`src/hw/game_pkg.sv`:
```
`default_nettype none

package game_pkg;

	// --------------------
	// screen and scan
	// --------------------
	localparam int coord_w = 10;
	// signed width for column math with rel_x
	localparam int sx_w = coord_w + 3;
	localparam logic [coord_w-1:0] x_last = 10'd799;
	localparam logic [coord_w-1:0] y_last = 10'd599;

	// playfield frame
	localparam logic [coord_w-1:0] border_lo = 10'd80;
	localparam logic [coord_w-1:0] border_hi = 10'd720;
	localparam logic [coord_w-1:0] stripe_lo_a = 10'd80;
	localparam logic [coord_w-1:0] stripe_hi_a = 10'd100;
	localparam logic [coord_w-1:0] stripe_lo_b = 10'd700;
	localparam logic [coord_w-1:0] stripe_hi_b = 10'd720;
	// stripe bands repeat every 100 rows, 80 rows long
	localparam logic [coord_w-1:0] stripe_period = 10'd100;
	localparam logic [coord_w-1:0] stripe_len = 10'd80;
	localparam int stripe_bands = 5;

	// --------------------
	// lanes
	// --------------------
	localparam int lane_count = 5;
	localparam logic [coord_w-1:0] lane_base_y = 10'd579;
	localparam logic [coord_w-1:0] lane_height = 10'd20;
	// lane 4 is the only one running out of reset
	localparam logic [lane_count-1:0] lane_en_init = 5'b10000;
	localparam logic [lane_count-1:0][coord_w-1:0] lane_x1 =
		{10'd500, 10'd450, 10'd300, 10'd200, 10'd100};
	localparam logic [lane_count-1:0][coord_w-1:0] lane_x2 =
		{10'd700, 10'd650, 10'd500, 10'd400, 10'd300};
	localparam logic [coord_w-1:0] landing_margin = 10'd25;
	localparam logic [coord_w-1:0] landing_gap = 10'd8;
	// launch targets, entry 0 on the right
	localparam logic [15:0][1:0] lane_table = {
		2'd2, 2'd1, 2'd3, 2'd3, 2'd0, 2'd2, 2'd1, 2'd3,
		2'd0, 2'd2, 2'd1, 2'd1, 2'd0, 2'd2, 2'd3, 2'd0
	};

	// player box
	localparam logic [coord_w-1:0] player_x1 = 10'd375;
	localparam logic [coord_w-1:0] player_x2 = 10'd425;
	localparam logic [coord_w-1:0] player_height = 10'd50;
	localparam logic [coord_w-1:0] player_start_y = 10'd10;
	localparam logic [coord_w-1:0] player_end_y = 10'd577;

	// --------------------
	// colours, rrrgggbb
	// --------------------
	localparam logic [7:0] col_black = 8'h00;
	localparam logic [7:0] col_border = 8'h8b;
	localparam logic [7:0] col_stripe = 8'h1a;
	localparam logic [7:0] col_obstacle = 8'h1c;
	localparam logic [7:0] col_player = 8'he0;
	localparam logic [7:0] col_back = 8'hff;
	localparam logic [7:0] col_end = 8'hdc;

	typedef struct packed {
		logic [2:0] step;
		logic [3:0] wrap_gap;
		logic [8:0] launch_gap;
	} speed_cfg_t;

	typedef struct packed {
		logic [lane_count-1:0] en;
		logic [lane_count-1:0][coord_w-1:0] offset;
	} lanes_t;

	typedef struct packed {
		logic [coord_w-1:0] y_top;
		logic touching;
		logic ended;
	} player_t;

	function automatic speed_cfg_t speed_of(input logic [1:0] sw);
		speed_cfg_t cfg;
		case (sw)
			2'd0: cfg = '{step: 3'd2, wrap_gap: 4'd3, launch_gap: 9'd379};
			2'd1: cfg = '{step: 3'd3, wrap_gap: 4'd3, launch_gap: 9'd381};
			2'd2: cfg = '{step: 3'd4, wrap_gap: 4'd7, launch_gap: 9'd379};
			default: cfg = '{step: 3'd5, wrap_gap: 4'd9, launch_gap: 9'd379};
		endcase
		return cfg;
	endfunction

	// zero extend a coordinate into signed column space
	function automatic logic signed [sx_w-1:0] to_sx(input logic [coord_w-1:0] v);
		return $signed({{(sx_w-coord_w){1'b0}}, v});
	endfunction

	// player column edge after the rel_x shift
	function automatic logic signed [sx_w-1:0] shift_col(
		input logic [coord_w-1:0] col,
		input logic signed [coord_w+1:0] rel_x
	);
		return to_sx(col) - $signed({rel_x[coord_w+1], rel_x});
	endfunction

endpackage

`default_nettype wire

```
`src/hw/obstacle_field.sv`:
```
`timescale 1ns/1ps
`default_nettype none

module obstacle_field (
	input  logic                         clk_50m,
	input  logic                         rst,
	input  logic                         pause,
	input  logic [1:0]                   sw,
	input  logic [game_pkg::coord_w:0]   vector_x,
	input  logic [game_pkg::coord_w-1:0] vector_y,
	output game_pkg::lanes_t             lanes
);

	game_pkg::speed_cfg_t cfg;
	logic [game_pkg::coord_w-1:0] step;
	logic [game_pkg::coord_w-1:0] wrap_at;
	logic [game_pkg::coord_w-1:0] launch_at;
	logic frame_end;
	logic [3:0] seq_idx;
	logic [3:0] seq_idx_n;
	game_pkg::lanes_t lanes_n;

	// --------------------
	// speed setting
	// --------------------
	assign cfg = game_pkg::speed_of(sw);
	// widen the table fields to offset width
	assign step = {{(game_pkg::coord_w-3){1'b0}}, cfg.step};
	assign wrap_at = game_pkg::lane_base_y -
		{{(game_pkg::coord_w-4){1'b0}}, cfg.wrap_gap};
	assign launch_at = game_pkg::lane_base_y -
		{{(game_pkg::coord_w-9){1'b0}}, cfg.launch_gap};

	// last visible pixel of the frame
	assign frame_end = (vector_x == {1'b0, game_pkg::x_last}) &&
		(vector_y == game_pkg::y_last);

	// lane launched by lane 'lane' for a given table entry
	function automatic logic [2:0] target_of(input int lane, input logic [1:0] entry);
		logic [3:0] sum;
		sum = 4'(lane) + 4'd1 + {2'b00, entry};
		// mod lane_count, sum never reaches twice the count
		if (sum >= 4'(game_pkg::lane_count)) begin
			sum = sum - 4'(game_pkg::lane_count);
		end
		return sum[2:0];
	endfunction

	// --------------------
	// next lane state
	// --------------------
	// lanes handled in ascending order
	// each event sees the index left by the ones before it
	always_comb begin
		lanes_n = lanes;
		seq_idx_n = seq_idx;
		for (int i = 0; i < game_pkg::lane_count; i++) begin
			if (lanes.en[i]) begin
				if (lanes.offset[i] == wrap_at) begin
					// reached the top, retire
					lanes_n.offset[i] = '0;
					lanes_n.en[i] = 1'b0;
					seq_idx_n = seq_idx_n + 4'd1;
				end else begin
					lanes_n.offset[i] = lanes.offset[i] + step;
				end
				// launch height uses the offset before the step
				if (lanes.offset[i] == launch_at) begin
					lanes_n.en[target_of(i, game_pkg::lane_table[seq_idx_n])] = 1'b1;
					// index moves on even when target already runs
					seq_idx_n = seq_idx_n + 4'd1;
				end
			end
		end
	end

	// --------------------
	// state registers
	// --------------------
	// one update per frame, frozen while paused
	always_ff @(posedge clk_50m or negedge rst) begin
		if (!rst) begin
			lanes.en <= game_pkg::lane_en_init;
			lanes.offset <= '0;
			seq_idx <= '0;
		end else if (frame_end && !pause) begin
			lanes <= lanes_n;
			seq_idx <= seq_idx_n;
		end
	end

endmodule

`default_nettype wire

```
`src/hw/player_motion.sv`:
```
`timescale 1ns/1ps
`default_nettype none

module player_motion (
	input  logic                              clk_50m,
	input  logic                              rst,
	input  logic                              pause,
	input  logic [1:0]                        sw,
	input  logic [game_pkg::coord_w:0]        vector_x,
	input  logic [game_pkg::coord_w-1:0]      vector_y,
	input  logic signed [game_pkg::coord_w+1:0] rel_x,
	input  game_pkg::lanes_t                  lanes,
	output game_pkg::player_t                 player
);

	game_pkg::speed_cfg_t cfg;
	logic [game_pkg::coord_w-1:0] step;
	logic frame_start;
	logic signed [game_pkg::sx_w-1:0] box_x1;
	logic signed [game_pkg::sx_w-1:0] box_x2;
	logic [game_pkg::coord_w-1:0] box_bottom;
	logic hit;

	assign cfg = game_pkg::speed_of(sw);
	assign step = {{(game_pkg::coord_w-3){1'b0}}, cfg.step};

	// first pixel of the frame
	assign frame_start = (vector_x == '0) && (vector_y == '0);

	// box columns after the player shift
	assign box_x1 = game_pkg::shift_col(game_pkg::player_x1, rel_x);
	assign box_x2 = game_pkg::shift_col(game_pkg::player_x2, rel_x);
	assign box_bottom = player.y_top + game_pkg::player_height;

	// --------------------
	// landing test
	// --------------------
	always_comb begin : landing
		logic signed [game_pkg::sx_w-1:0] lo;
		logic signed [game_pkg::sx_w-1:0] hi;
		logic signed [game_pkg::sx_w-1:0] gap;
		hit = 1'b0;
		for (int i = 0; i < game_pkg::lane_count; i++) begin
			// lane span widened by the margin on both sides
			lo = game_pkg::to_sx(game_pkg::lane_x1[i]) -
				game_pkg::to_sx(game_pkg::landing_margin);
			hi = game_pkg::to_sx(game_pkg::lane_x2[i]) +
				game_pkg::to_sx(game_pkg::landing_margin);
			// lane top row minus box bottom
			gap = game_pkg::to_sx(game_pkg::lane_base_y - lanes.offset[i]) -
				game_pkg::to_sx(box_bottom);
			if (lanes.en[i] && (lo <= box_x1) && (box_x2 <= hi) &&
				(gap >= 0) && (gap <= game_pkg::to_sx(game_pkg::landing_gap))) begin
				hit = 1'b1;
			end
		end
	end

	// --------------------
	// box height and end latch
	// --------------------
	always_ff @(posedge clk_50m or negedge rst) begin
		if (!rst) begin
			player.y_top <= game_pkg::player_start_y;
			player.touching <= 1'b0;
			player.ended <= 1'b0;
		end else begin
			player.touching <= hit;
			// sticky until reset
			if (player.y_top > game_pkg::player_end_y) begin
				player.ended <= 1'b1;
			end
			if (frame_start && !player.ended && !pause) begin
				if (player.y_top + game_pkg::lane_height > game_pkg::y_last) begin
					// fell off the screen, back to start
					player.y_top <= game_pkg::player_start_y;
				end else if (player.touching) begin
					// carried up, top edge holds at row zero
					if (player.y_top < step) begin
						player.y_top <= '0;
					end else begin
						player.y_top <= player.y_top - step;
					end
				end else begin
					player.y_top <= player.y_top + step;
				end
			end
		end
	end

endmodule

`default_nettype wire

```
`src/hw/pixel_composer.sv`:
```
`timescale 1ns/1ps
`default_nettype none

module pixel_composer (
	input  logic                              clk_50m,
	input  logic                              rst,
	input  logic [game_pkg::coord_w:0]        vector_x,
	input  logic [game_pkg::coord_w-1:0]      vector_y,
	input  logic signed [game_pkg::coord_w+1:0] rel_x,
	input  game_pkg::lanes_t                  lanes,
	input  game_pkg::player_t                 player,
	output logic [2:0]                        vga_red,
	output logic [2:0]                        vga_green,
	output logic [1:0]                        vga_blue
);

	logic [7:0] colour;
	logic [7:0] colour_q;
	logic signed [game_pkg::sx_w-1:0] scan_x;

	// scan column in signed space, never negative
	assign scan_x = $signed({{(game_pkg::sx_w-game_pkg::coord_w-1){1'b0}}, vector_x});

	// --------------------
	// colour choice
	// --------------------
	always_comb begin : pick
		logic stripe_col;
		logic stripe_row;
		logic in_lane;
		logic in_box;
		logic [game_pkg::coord_w-1:0] band_lo;
		logic [game_pkg::coord_w-1:0] top;
		// inner side bands
		stripe_col = ((vector_x > game_pkg::stripe_lo_a) && (vector_x < game_pkg::stripe_hi_a)) ||
			((vector_x > game_pkg::stripe_lo_b) && (vector_x < game_pkg::stripe_hi_b));
		// first band starts at row zero, the rest open strictly
		stripe_row = vector_y < game_pkg::stripe_len;
		band_lo = game_pkg::stripe_period;
		for (int k = 0; k < game_pkg::stripe_bands; k++) begin
			if ((vector_y > band_lo) && (vector_y < band_lo + game_pkg::stripe_len)) begin
				stripe_row = 1'b1;
			end
			band_lo = band_lo + game_pkg::stripe_period;
		end
		// obstacles, all edges exclusive
		in_lane = 1'b0;
		for (int i = 0; i < game_pkg::lane_count; i++) begin
			top = game_pkg::lane_base_y - lanes.offset[i];
			if (lanes.en[i] &&
				(vector_x > game_pkg::lane_x1[i]) && (vector_x < game_pkg::lane_x2[i]) &&
				(vector_y > top) && (vector_y < top + game_pkg::lane_height)) begin
				in_lane = 1'b1;
			end
		end
		// player box, columns inclusive
		in_box = (game_pkg::shift_col(game_pkg::player_x1, rel_x) <= scan_x) &&
			(scan_x <= game_pkg::shift_col(game_pkg::player_x2, rel_x)) &&
			(vector_y >= player.y_top) &&
			(vector_y < player.y_top + game_pkg::player_height);

		// priority order, frame first
		if ((vector_x > game_pkg::x_last) || (vector_y > game_pkg::y_last)) begin
			colour = game_pkg::col_black;
		end else if ((vector_x <= game_pkg::border_lo) || (vector_x >= game_pkg::border_hi)) begin
			colour = game_pkg::col_border;
		end else if (stripe_col && stripe_row) begin
			colour = game_pkg::col_stripe;
		end else if (player.ended) begin
			colour = game_pkg::col_end;
		end else if (in_lane) begin
			colour = game_pkg::col_obstacle;
		end else if (in_box) begin
			colour = game_pkg::col_player;
		end else begin
			colour = game_pkg::col_back;
		end
	end

	// one cycle behind the scan
	always_ff @(posedge clk_50m or negedge rst) begin
		if (!rst) begin
			colour_q <= game_pkg::col_black;
		end else begin
			colour_q <= colour;
		end
	end

	assign {vga_red, vga_green, vga_blue} = colour_q;

endmodule

`default_nettype wire

```
`src/hw/vga_game_top.sv`:
```
`timescale 1ns/1ps
`default_nettype none

module vga_game_top (
	input  logic                              clk_50m,
	input  logic                              rst,
	input  logic                              pause,
	input  logic [1:0]                        sw,
	input  logic [game_pkg::coord_w:0]        vector_x,
	input  logic [game_pkg::coord_w-1:0]      vector_y,
	input  logic signed [game_pkg::coord_w+1:0] rel_x,
	output logic [2:0]                        vga_red,
	output logic [2:0]                        vga_green,
	output logic [1:0]                        vga_blue,
	output logic                              endgame
);

	game_pkg::lanes_t lanes;
	game_pkg::player_t player;

	// --------------------
	// lane engine
	// --------------------
	obstacle_field obstacle_field_i (
		.clk_50m  (clk_50m),
		.rst      (rst),
		.pause    (pause),
		.sw       (sw),
		.vector_x (vector_x),
		.vector_y (vector_y),
		.lanes    (lanes)
	);

	// player reads the lanes for landing
	player_motion player_motion_i (
		.clk_50m  (clk_50m),
		.rst      (rst),
		.pause    (pause),
		.sw       (sw),
		.vector_x (vector_x),
		.vector_y (vector_y),
		.rel_x    (rel_x),
		.lanes    (lanes),
		.player   (player)
	);

	// --------------------
	// pixel output
	// --------------------
	pixel_composer pixel_composer_i (
		.clk_50m   (clk_50m),
		.rst       (rst),
		.vector_x  (vector_x),
		.vector_y  (vector_y),
		.rel_x     (rel_x),
		.lanes     (lanes),
		.player    (player),
		.vga_red   (vga_red),
		.vga_green (vga_green),
		.vga_blue  (vga_blue)
	);

	assign endgame = player.ended;

endmodule

`default_nettype wire

```
`config.mk`:
```
export PLATFORM = sky130hd
export DESIGN_NAME = vga_game_top
export DESIGN_NICKNAME = d
export VERILOG_FILES = /design/src/hw/game_pkg.sv /design/src/hw/obstacle_field.sv /design/src/hw/player_motion.sv /design/src/hw/pixel_composer.sv /design/src/hw/vga_game_top.sv
export SDC_FILE = /design/constraint.sdc
export NUM_CORES = 1
export LEC_CHECK = 0
export BUFFER_PORTS_ARGS = -buffer_cell sky130_fd_sc_hd__buf_4
export CAP_MARGIN = 20
export CORE_ASPECT_RATIO = 0.7
export CORE_MARGIN = 2
export CORE_UTILIZATION = 55
export CTS_BUF_LIST = sky130_fd_sc_hd__clkbuf_2
export CTS_CLUSTER_SIZE = 14
export DETAILED_ROUTE_END_ITERATION = 8
export PLACE_DENSITY = 0.68
export REMOVE_ABC_BUFFERS = 1
export SYNTH_ARGS = -nofsm -noshare
export SYNTH_HDL_FRONTEND = slang
export SYNTH_HIERARCHICAL = 1
export SYNTH_SLANG_ARGS = --single-unit
```
`constraint.sdc`:
```
create_clock -name clk_50m -period 16.81 [get_ports clk_50m]
set_input_delay 3.362 -clock clk_50m [delete_from_list [all_inputs] [get_ports clk_50m]]
set_output_delay 3.362 -clock clk_50m [all_outputs]
set_load 0.01 [all_outputs]
```
---- Yosys cells after proc, flatten, opt, wreduce, memory -nomap -nowiden ----
Memory sizes are Yosys's and may differ from the RTL's.
Cells that the tools add are included.
storage, ports and cells
  register bits ........................... 79
  bits in read-only memories .............. 160
  RAM bits ................................ 0
  output and inout port bits .............. 9
  input bits .............................. 38
  bits in latches ......................... 0
  memories ................................ 5
  logic and storage cells ................. 343
memory list
  name             depth  width  read ports  clocked after memory_dff  wr ports  line                  RTL
  (no name shown)  16     2      1           0                         0         obstacle_field.sv:69  lanes_n.en[target_of(i, game_pkg::lane_table[seq_idx_n])] = 1'b1;
  (no name shown)  16     2      1           0                         0         obstacle_field.sv:69
  (no name shown)  16     2      1           0                         0         obstacle_field.sv:69
  (no name shown)  16     2      1           0                         0         obstacle_field.sv:69
  (no name shown)  16     2      1           0                         0         obstacle_field.sv:69
cells by class
  equal/unequal tests ..................... 14
  bitwise logic cells ..................... 5
  multipliers ............................. 0
  muxes and demuxes ....................... 100
  magnitude comparators ................... 86
  reduce and logical (&&, ||, !) cells .... 74
  add/sub/neg operators ................... 48
  div/mod/pow operators ................... 0
  shifts and indexed selects .............. 0
operators with widths
  operator                  count
  $eq A10 B10 Y1            10
  $mux W10                  8
  $mux W4                   20
  $logic_and A1 B1 Y1       61
  $add A10 B3 Y10           6
  $add A10 B5 Y10 const B   6
  $lt A10 B10 Y1            6
  $ge A11 B1 Y1 const B     5
  $le A11 B5 Y1 const B     5
  $sub A10 B10 Y11          5
  $gt A10 B10 Y1            5
  $mux W5                   10
  $sub A10 B10 Y10 const A  5
  $pmux W16 S3              1
  $mux W3                   15
  $add A4 B1 Y4 const B     10
  $mux W8                   5
  $le A10 B13 Y1 const A    3
  $le A13 B11 Y1 const B    3
  $gt A11 B9 Y1 const B     3
  $lt A11 B10 Y1 const B    3
  $lt A11 B9 Y1 const B     3
  $gt A10 B10 Y1 const B    3
  $gt A10 B9 Y1 const B     3
  47 further kinds          123

---- Depth between registers and ports, before layout ----
  word-level depth ........................ 44
  depth in mapped cells ................... 45
  mapped depth without buffers ............ 43

---- Hierarchy ----
Netlist, hierarchy kept.
by module, submodules not included
  module          times used  cells an instance  area an instance (um^2)  seq. area each (um^2)
  obstacle_field  1           678                5,828.1                  1,477.7
  pixel_composer  1           705                5,462.7                  200.2
  player_motion   1           626                4,584.4                  302.8

---- Worst setup path after synthesis ----
OpenSTA, ideal clock, no wires.
  kind .................................... input-to-reg
  start ................................... input port sw[0]
  end ..................................... register, netlist name obstacle_field_i/lanes[51]
  arrival ................................. 11.023 ns
  setup time .............................. 0.121 ns
  setup slack ............................. 5.665 ns
  data required time ...................... 16.689 ns
  stages on the path ...................... 42
  cells stage by stage .................... buf_2 > nand2b_1 > ha_1 > buf_2 > nor4bb_4 > o211ai_1 > nor2_4 > o21ai_0 > inv_1 > ha_1 > o21ai_1 > ha_1 > nor2_1 > a31oi_1 > inv_1 > ha_1 > nand2_1 > o21ai_0 > (+6 left out) > o21ai_1 > nor2_1 > inv_1 > ha_1 > mux2i_1 > ha_1 > a22o_1 > a32o_1 > xnor2_1 > mux2i_1 > inv_1 > ha_1 > a22oi_1 > mux2i_1 > ha_1 > a221o_1 > a41o_1 > o22a_1
on the way
  word-level cells in the longest chain between the ends .. 44
ends and longest elaborated chain
  element                                                             line                  RTL
  from (decl)                                                         vga_game_top.sv:8     input logic [1:0] sw,
  $eq A2 B2 Y1 (tied with other cells)                                game_pkg.sv:83        case (sw)
  $pmux W16 S3 (*)                                                    game_pkg.sv:83
  $sub A10 B4 Y10                                                     obstacle_field.sv:29  assign wrap_at = game_pkg::lane_base_y -
  $eq A10 B10 Y1                                                      obstacle_field.sv:59  if (lanes.offset[i] == wrap_at) begin
  $mux W4                                                             obstacle_field.sv:59
  $mux W4                                                             obstacle_field.sv:58  if (lanes.en[i]) begin
  $add A4 B1 Y4                                                       obstacle_field.sv:71  seq_idx_n = seq_idx_n + 4'd1;
  $mux W4                                                             obstacle_field.sv:68  if (lanes.offset[i] == launch_at) begin
  (+28 left out)                                                      --
  $mux W3                                                             obstacle_field.sv:58
  $lt A3 B4 Y1 (implied by the code) or $ge A3 B1 Y1 (tied branches)  obstacle_field.sv:69
  $logic_and A1 B1 Y1 (implied by the code)                           obstacle_field.sv:69
  $mux W1 (implied by the code)                                       obstacle_field.sv:69
  $demux W1 S3                                                        --
  $or A5 B5 Y5 (no line)                                              --
  $mux W5                                                             obstacle_field.sv:68
  $mux W15 (*)                                                        obstacle_field.sv:58
Every way passes the cells marked *; elsewhere a longest branch is shown, timed or not. The select of a mux whose other input is x is not followed.
A chain may end at the register's enable or synchronous reset.

---- Final worst setup path ----
  start ................................... input port sw[0]
  end ..................................... register, netlist name obstacle_field_i/lanes[51]
on the way
  word-level cells in the longest chain between the ends .. 44
ends and longest elaborated chain
  element                                                             line
  $eq A2 B2 Y1 (tied with other cells)                                game_pkg.sv:83
  $pmux W16 S3 (*)                                                    game_pkg.sv:83
  $sub A10 B4 Y10                                                     obstacle_field.sv:29
  $eq A10 B10 Y1                                                      obstacle_field.sv:59
  $mux W4                                                             obstacle_field.sv:59
  $mux W4                                                             obstacle_field.sv:58
  $add A4 B1 Y4                                                       obstacle_field.sv:71
  $mux W4                                                             obstacle_field.sv:68
  (+28 left out)                                                      --
  $mux W3                                                             obstacle_field.sv:58
  $lt A3 B4 Y1 (implied by the code) or $ge A3 B1 Y1 (tied branches)  obstacle_field.sv:69
  $logic_and A1 B1 Y1 (implied by the code)                           obstacle_field.sv:69
  $mux W1 (implied by the code)                                       obstacle_field.sv:69
  $demux W1 S3                                                        --
  $or A5 B5 Y5 (no line)                                              --
  $mux W5                                                             obstacle_field.sv:68
  $mux W15 (*)                                                        obstacle_field.sv:58
Marks and branches as above.

==> metrics.csv <==
metric,value,unit
status,completed,
place_congestion,0.937,
syn-cell-area,15900,µm²
dieArea,30300,µm²
ys_async_sr_fraction,100,%
cpMostUsedCell,ha_1,
synth_top_cell_by_area,ha_1,
postCtsSetupBuffers,0,
synthCells,2009,
period_minus_slack,11.86,ns
dp_hpwl,39100,µm
drc,0,
wire_per_inst,20.7,µm
grt_max_degree,63,
maxCapViolations,0,
tns,0,ns
clkTransAtPathRegs,0.29,ns
ant_nets,0,
synth-seq-area-share,12.5,%
cts_root_buffer,clkbuf_2,
track_usage,32.1,%
cts_tree,done,
tightest_slew,1.06,ns
crit_path_max_fanout,21,
rows,51,
synth_top_area_share,19.8,%
layout_setup_ws,4.95,ns
grt_pass1_wl,78000,µm
final_area,16600,µm²
grt_pass1_vias,14200,
clock-sinks,79,
yosys_warnings,6,
syn_avg_cell_area,7.90,µm²
grt_setup_unrepaired,false,
p_leak,7.13,nW
vias_per_cell,6.47,
io_buffers,46,
ioPinCount,47,
finalClockSkew,0.0667,ns
die_h,146,µm
grt.overflow.total,0,
hold_violations,0,
h-tree-depth,3,
fmax,0.0843,GHz
finalSetupViolations,0,
drive_above_1_share,7.15,%
cts_buffer_depth,2,
final_nets,2320,
core_area,28100,µm²
relSlewSlack,28.8,%
die_x,207,µm
synth_ff_type,dfrtp_1,
ys_ff_latch,79,
area_delta_synth_final,4.59,%
irDropWorstVdd,0.0429,mV
slowest_delay,0.42,ns
cp-end-kind,register,
synth.distinct_cells,124,
dpl_cell_area,16500,µm²
antenna_found_initial,3,
worstSkewPairLatency,0.69,ns
synth_most_common_cell,ha_1,
arrival,12.48,ns
initial_utilization,56.5,%
numCtsBuffers,9,
period_share,70.6,%
pre_cts_ws,4.32,ns
p_per_area,27.3,nW/µm²
crit_slowest_cell,ha_1,
cts-resized-gates,0,
vias,15600,
synth_commonest_cells,"251 x ha_1, 164 x xnor2_1, 152 x inv_1, 149 x nand2_1, 149 x nor2_1",
dr.pass1.iters,6,
synth_edf_count,0,
synth_area_leaders,"ha_1 20%, dfrtp_1 12%, xnor2_1 9.0%",
drt_iter0_drc,1506,
cts_hold_buf,0,
startpoint_type,input pin,
slew_violations,0,
min_path_type,reg -> reg,
routed_wl,49800,µm
crit_required,17.42,ns
critical_path_class,in -> reg,
flip-flops by register name (all words and copies together), names as in the netlist:
register	cells
obstacle_field_i/lanes	55
obstacle_field_i/seq_idx	4
pixel_composer_i/colour_q	8
player_motion_i/player	12
report_power, final:
part,internal (mW),switching [mW]
clock,0.0363,0.0830
combinational,0.0506,0.0909
sequential,0.191,0.000234
total,0.278,0.174
worst max-delay path: cells and delay by family:
family	cells	cell delay, ns
and+or+nand+nor	8	1.27
AOI/OAI and AO/OA	12	2.90
muxes	4	1.12
adders and majority gates	10	2.91
buffers and inverters	6	0.75
xor gates and xnor gates	1	0.14
placed cells by master, fill, tap and decap left out, types with 14 or more instances in the layout:
cell type	instances
nor2_1	149
nand2_1	149
or3_1	14
nor2b_1	26
inv_1	152
xor2_1	68
dfrtp_1	76
nor3b_1	16
o31ai_1	17
nand4_1	34
buf_4	53
nand2b_1	18
a21o_1	19
a31oi_1	27
o211ai_1	22
nand3_1	58
xnor2_1	164
and3_1	18
nor4_1	24
o21ai_0	95
nor3_1	75
a21oi_1	121
ha_1	251
mux2i_1	18
o21a_1	21
and2_1	17
path summary, 6_finish.rpt:
kind                                            from                           end  slack [ns]  depth (start not counted)
min reg2reg                player_motion_i/player[0]     player_motion_i/player[0]        0.60                          1
max in group asynchronous                        rst  pixel_composer_i/colour_q[3]       13.16                          2
max                                            sw[0]    obstacle_field_i/lanes[51]        4.95                         41
min                        player_motion_i/player[0]     player_motion_i/player[0]        0.60                          1
max reg2reg                obstacle_field_i/lanes[7]    obstacle_field_i/lanes[51]        7.53                         39
min in group asynchronous                        rst    obstacle_field_i/lanes[28]        2.49                          1
routing by layer:
metal	wire [µm]	vias to the layer above	GRT usage [%]
li1	-	7418	-
met1	24500	7400	48.6
met2	19300	683	44.2
met3	5290	57	9.14
met4	675	0	6.68
met5	0	-	0.627
per-stage QoR:
stage	hold WS, ns	total power, mW	std cells	utilization, %
after floorplan	0.524	0.274	1960	-
after global placement	0.545	0.329	2384	58.7
after detailed placement	0.541	0.332	2384	58.7
after CTS	0.598	0.451	2400	59.1
after global routing	0.623	0.478	2402	59.1
final	0.598	0.452	2404	59.1
kinds of logic after synthesis:
logic type                 Yosys count  synth area share [%]
DFF                                 79                  12.5
xor gates and xnor gates           242                  14.0
AOI/OAI and AO/OA                  509                  22.3
muxes                               26                  1.77
adders and majority gates          265                  21.1
buffers and inverters              203                  5.34
and+or+nand+nor                    685                  23.0
cell type report:
type                    instances  area [µm²]
multi-input cells            1727       13100
fillers                      2649       11500
flip-flops and latches         79        1980
inverters                     154         578
well taps                     371         464
repair buffers                 53         398
clock inverters                 6        68.8
clock buffers                  10        50.0
diodes                          4        10.0
(Power assumes the default switching activity.)
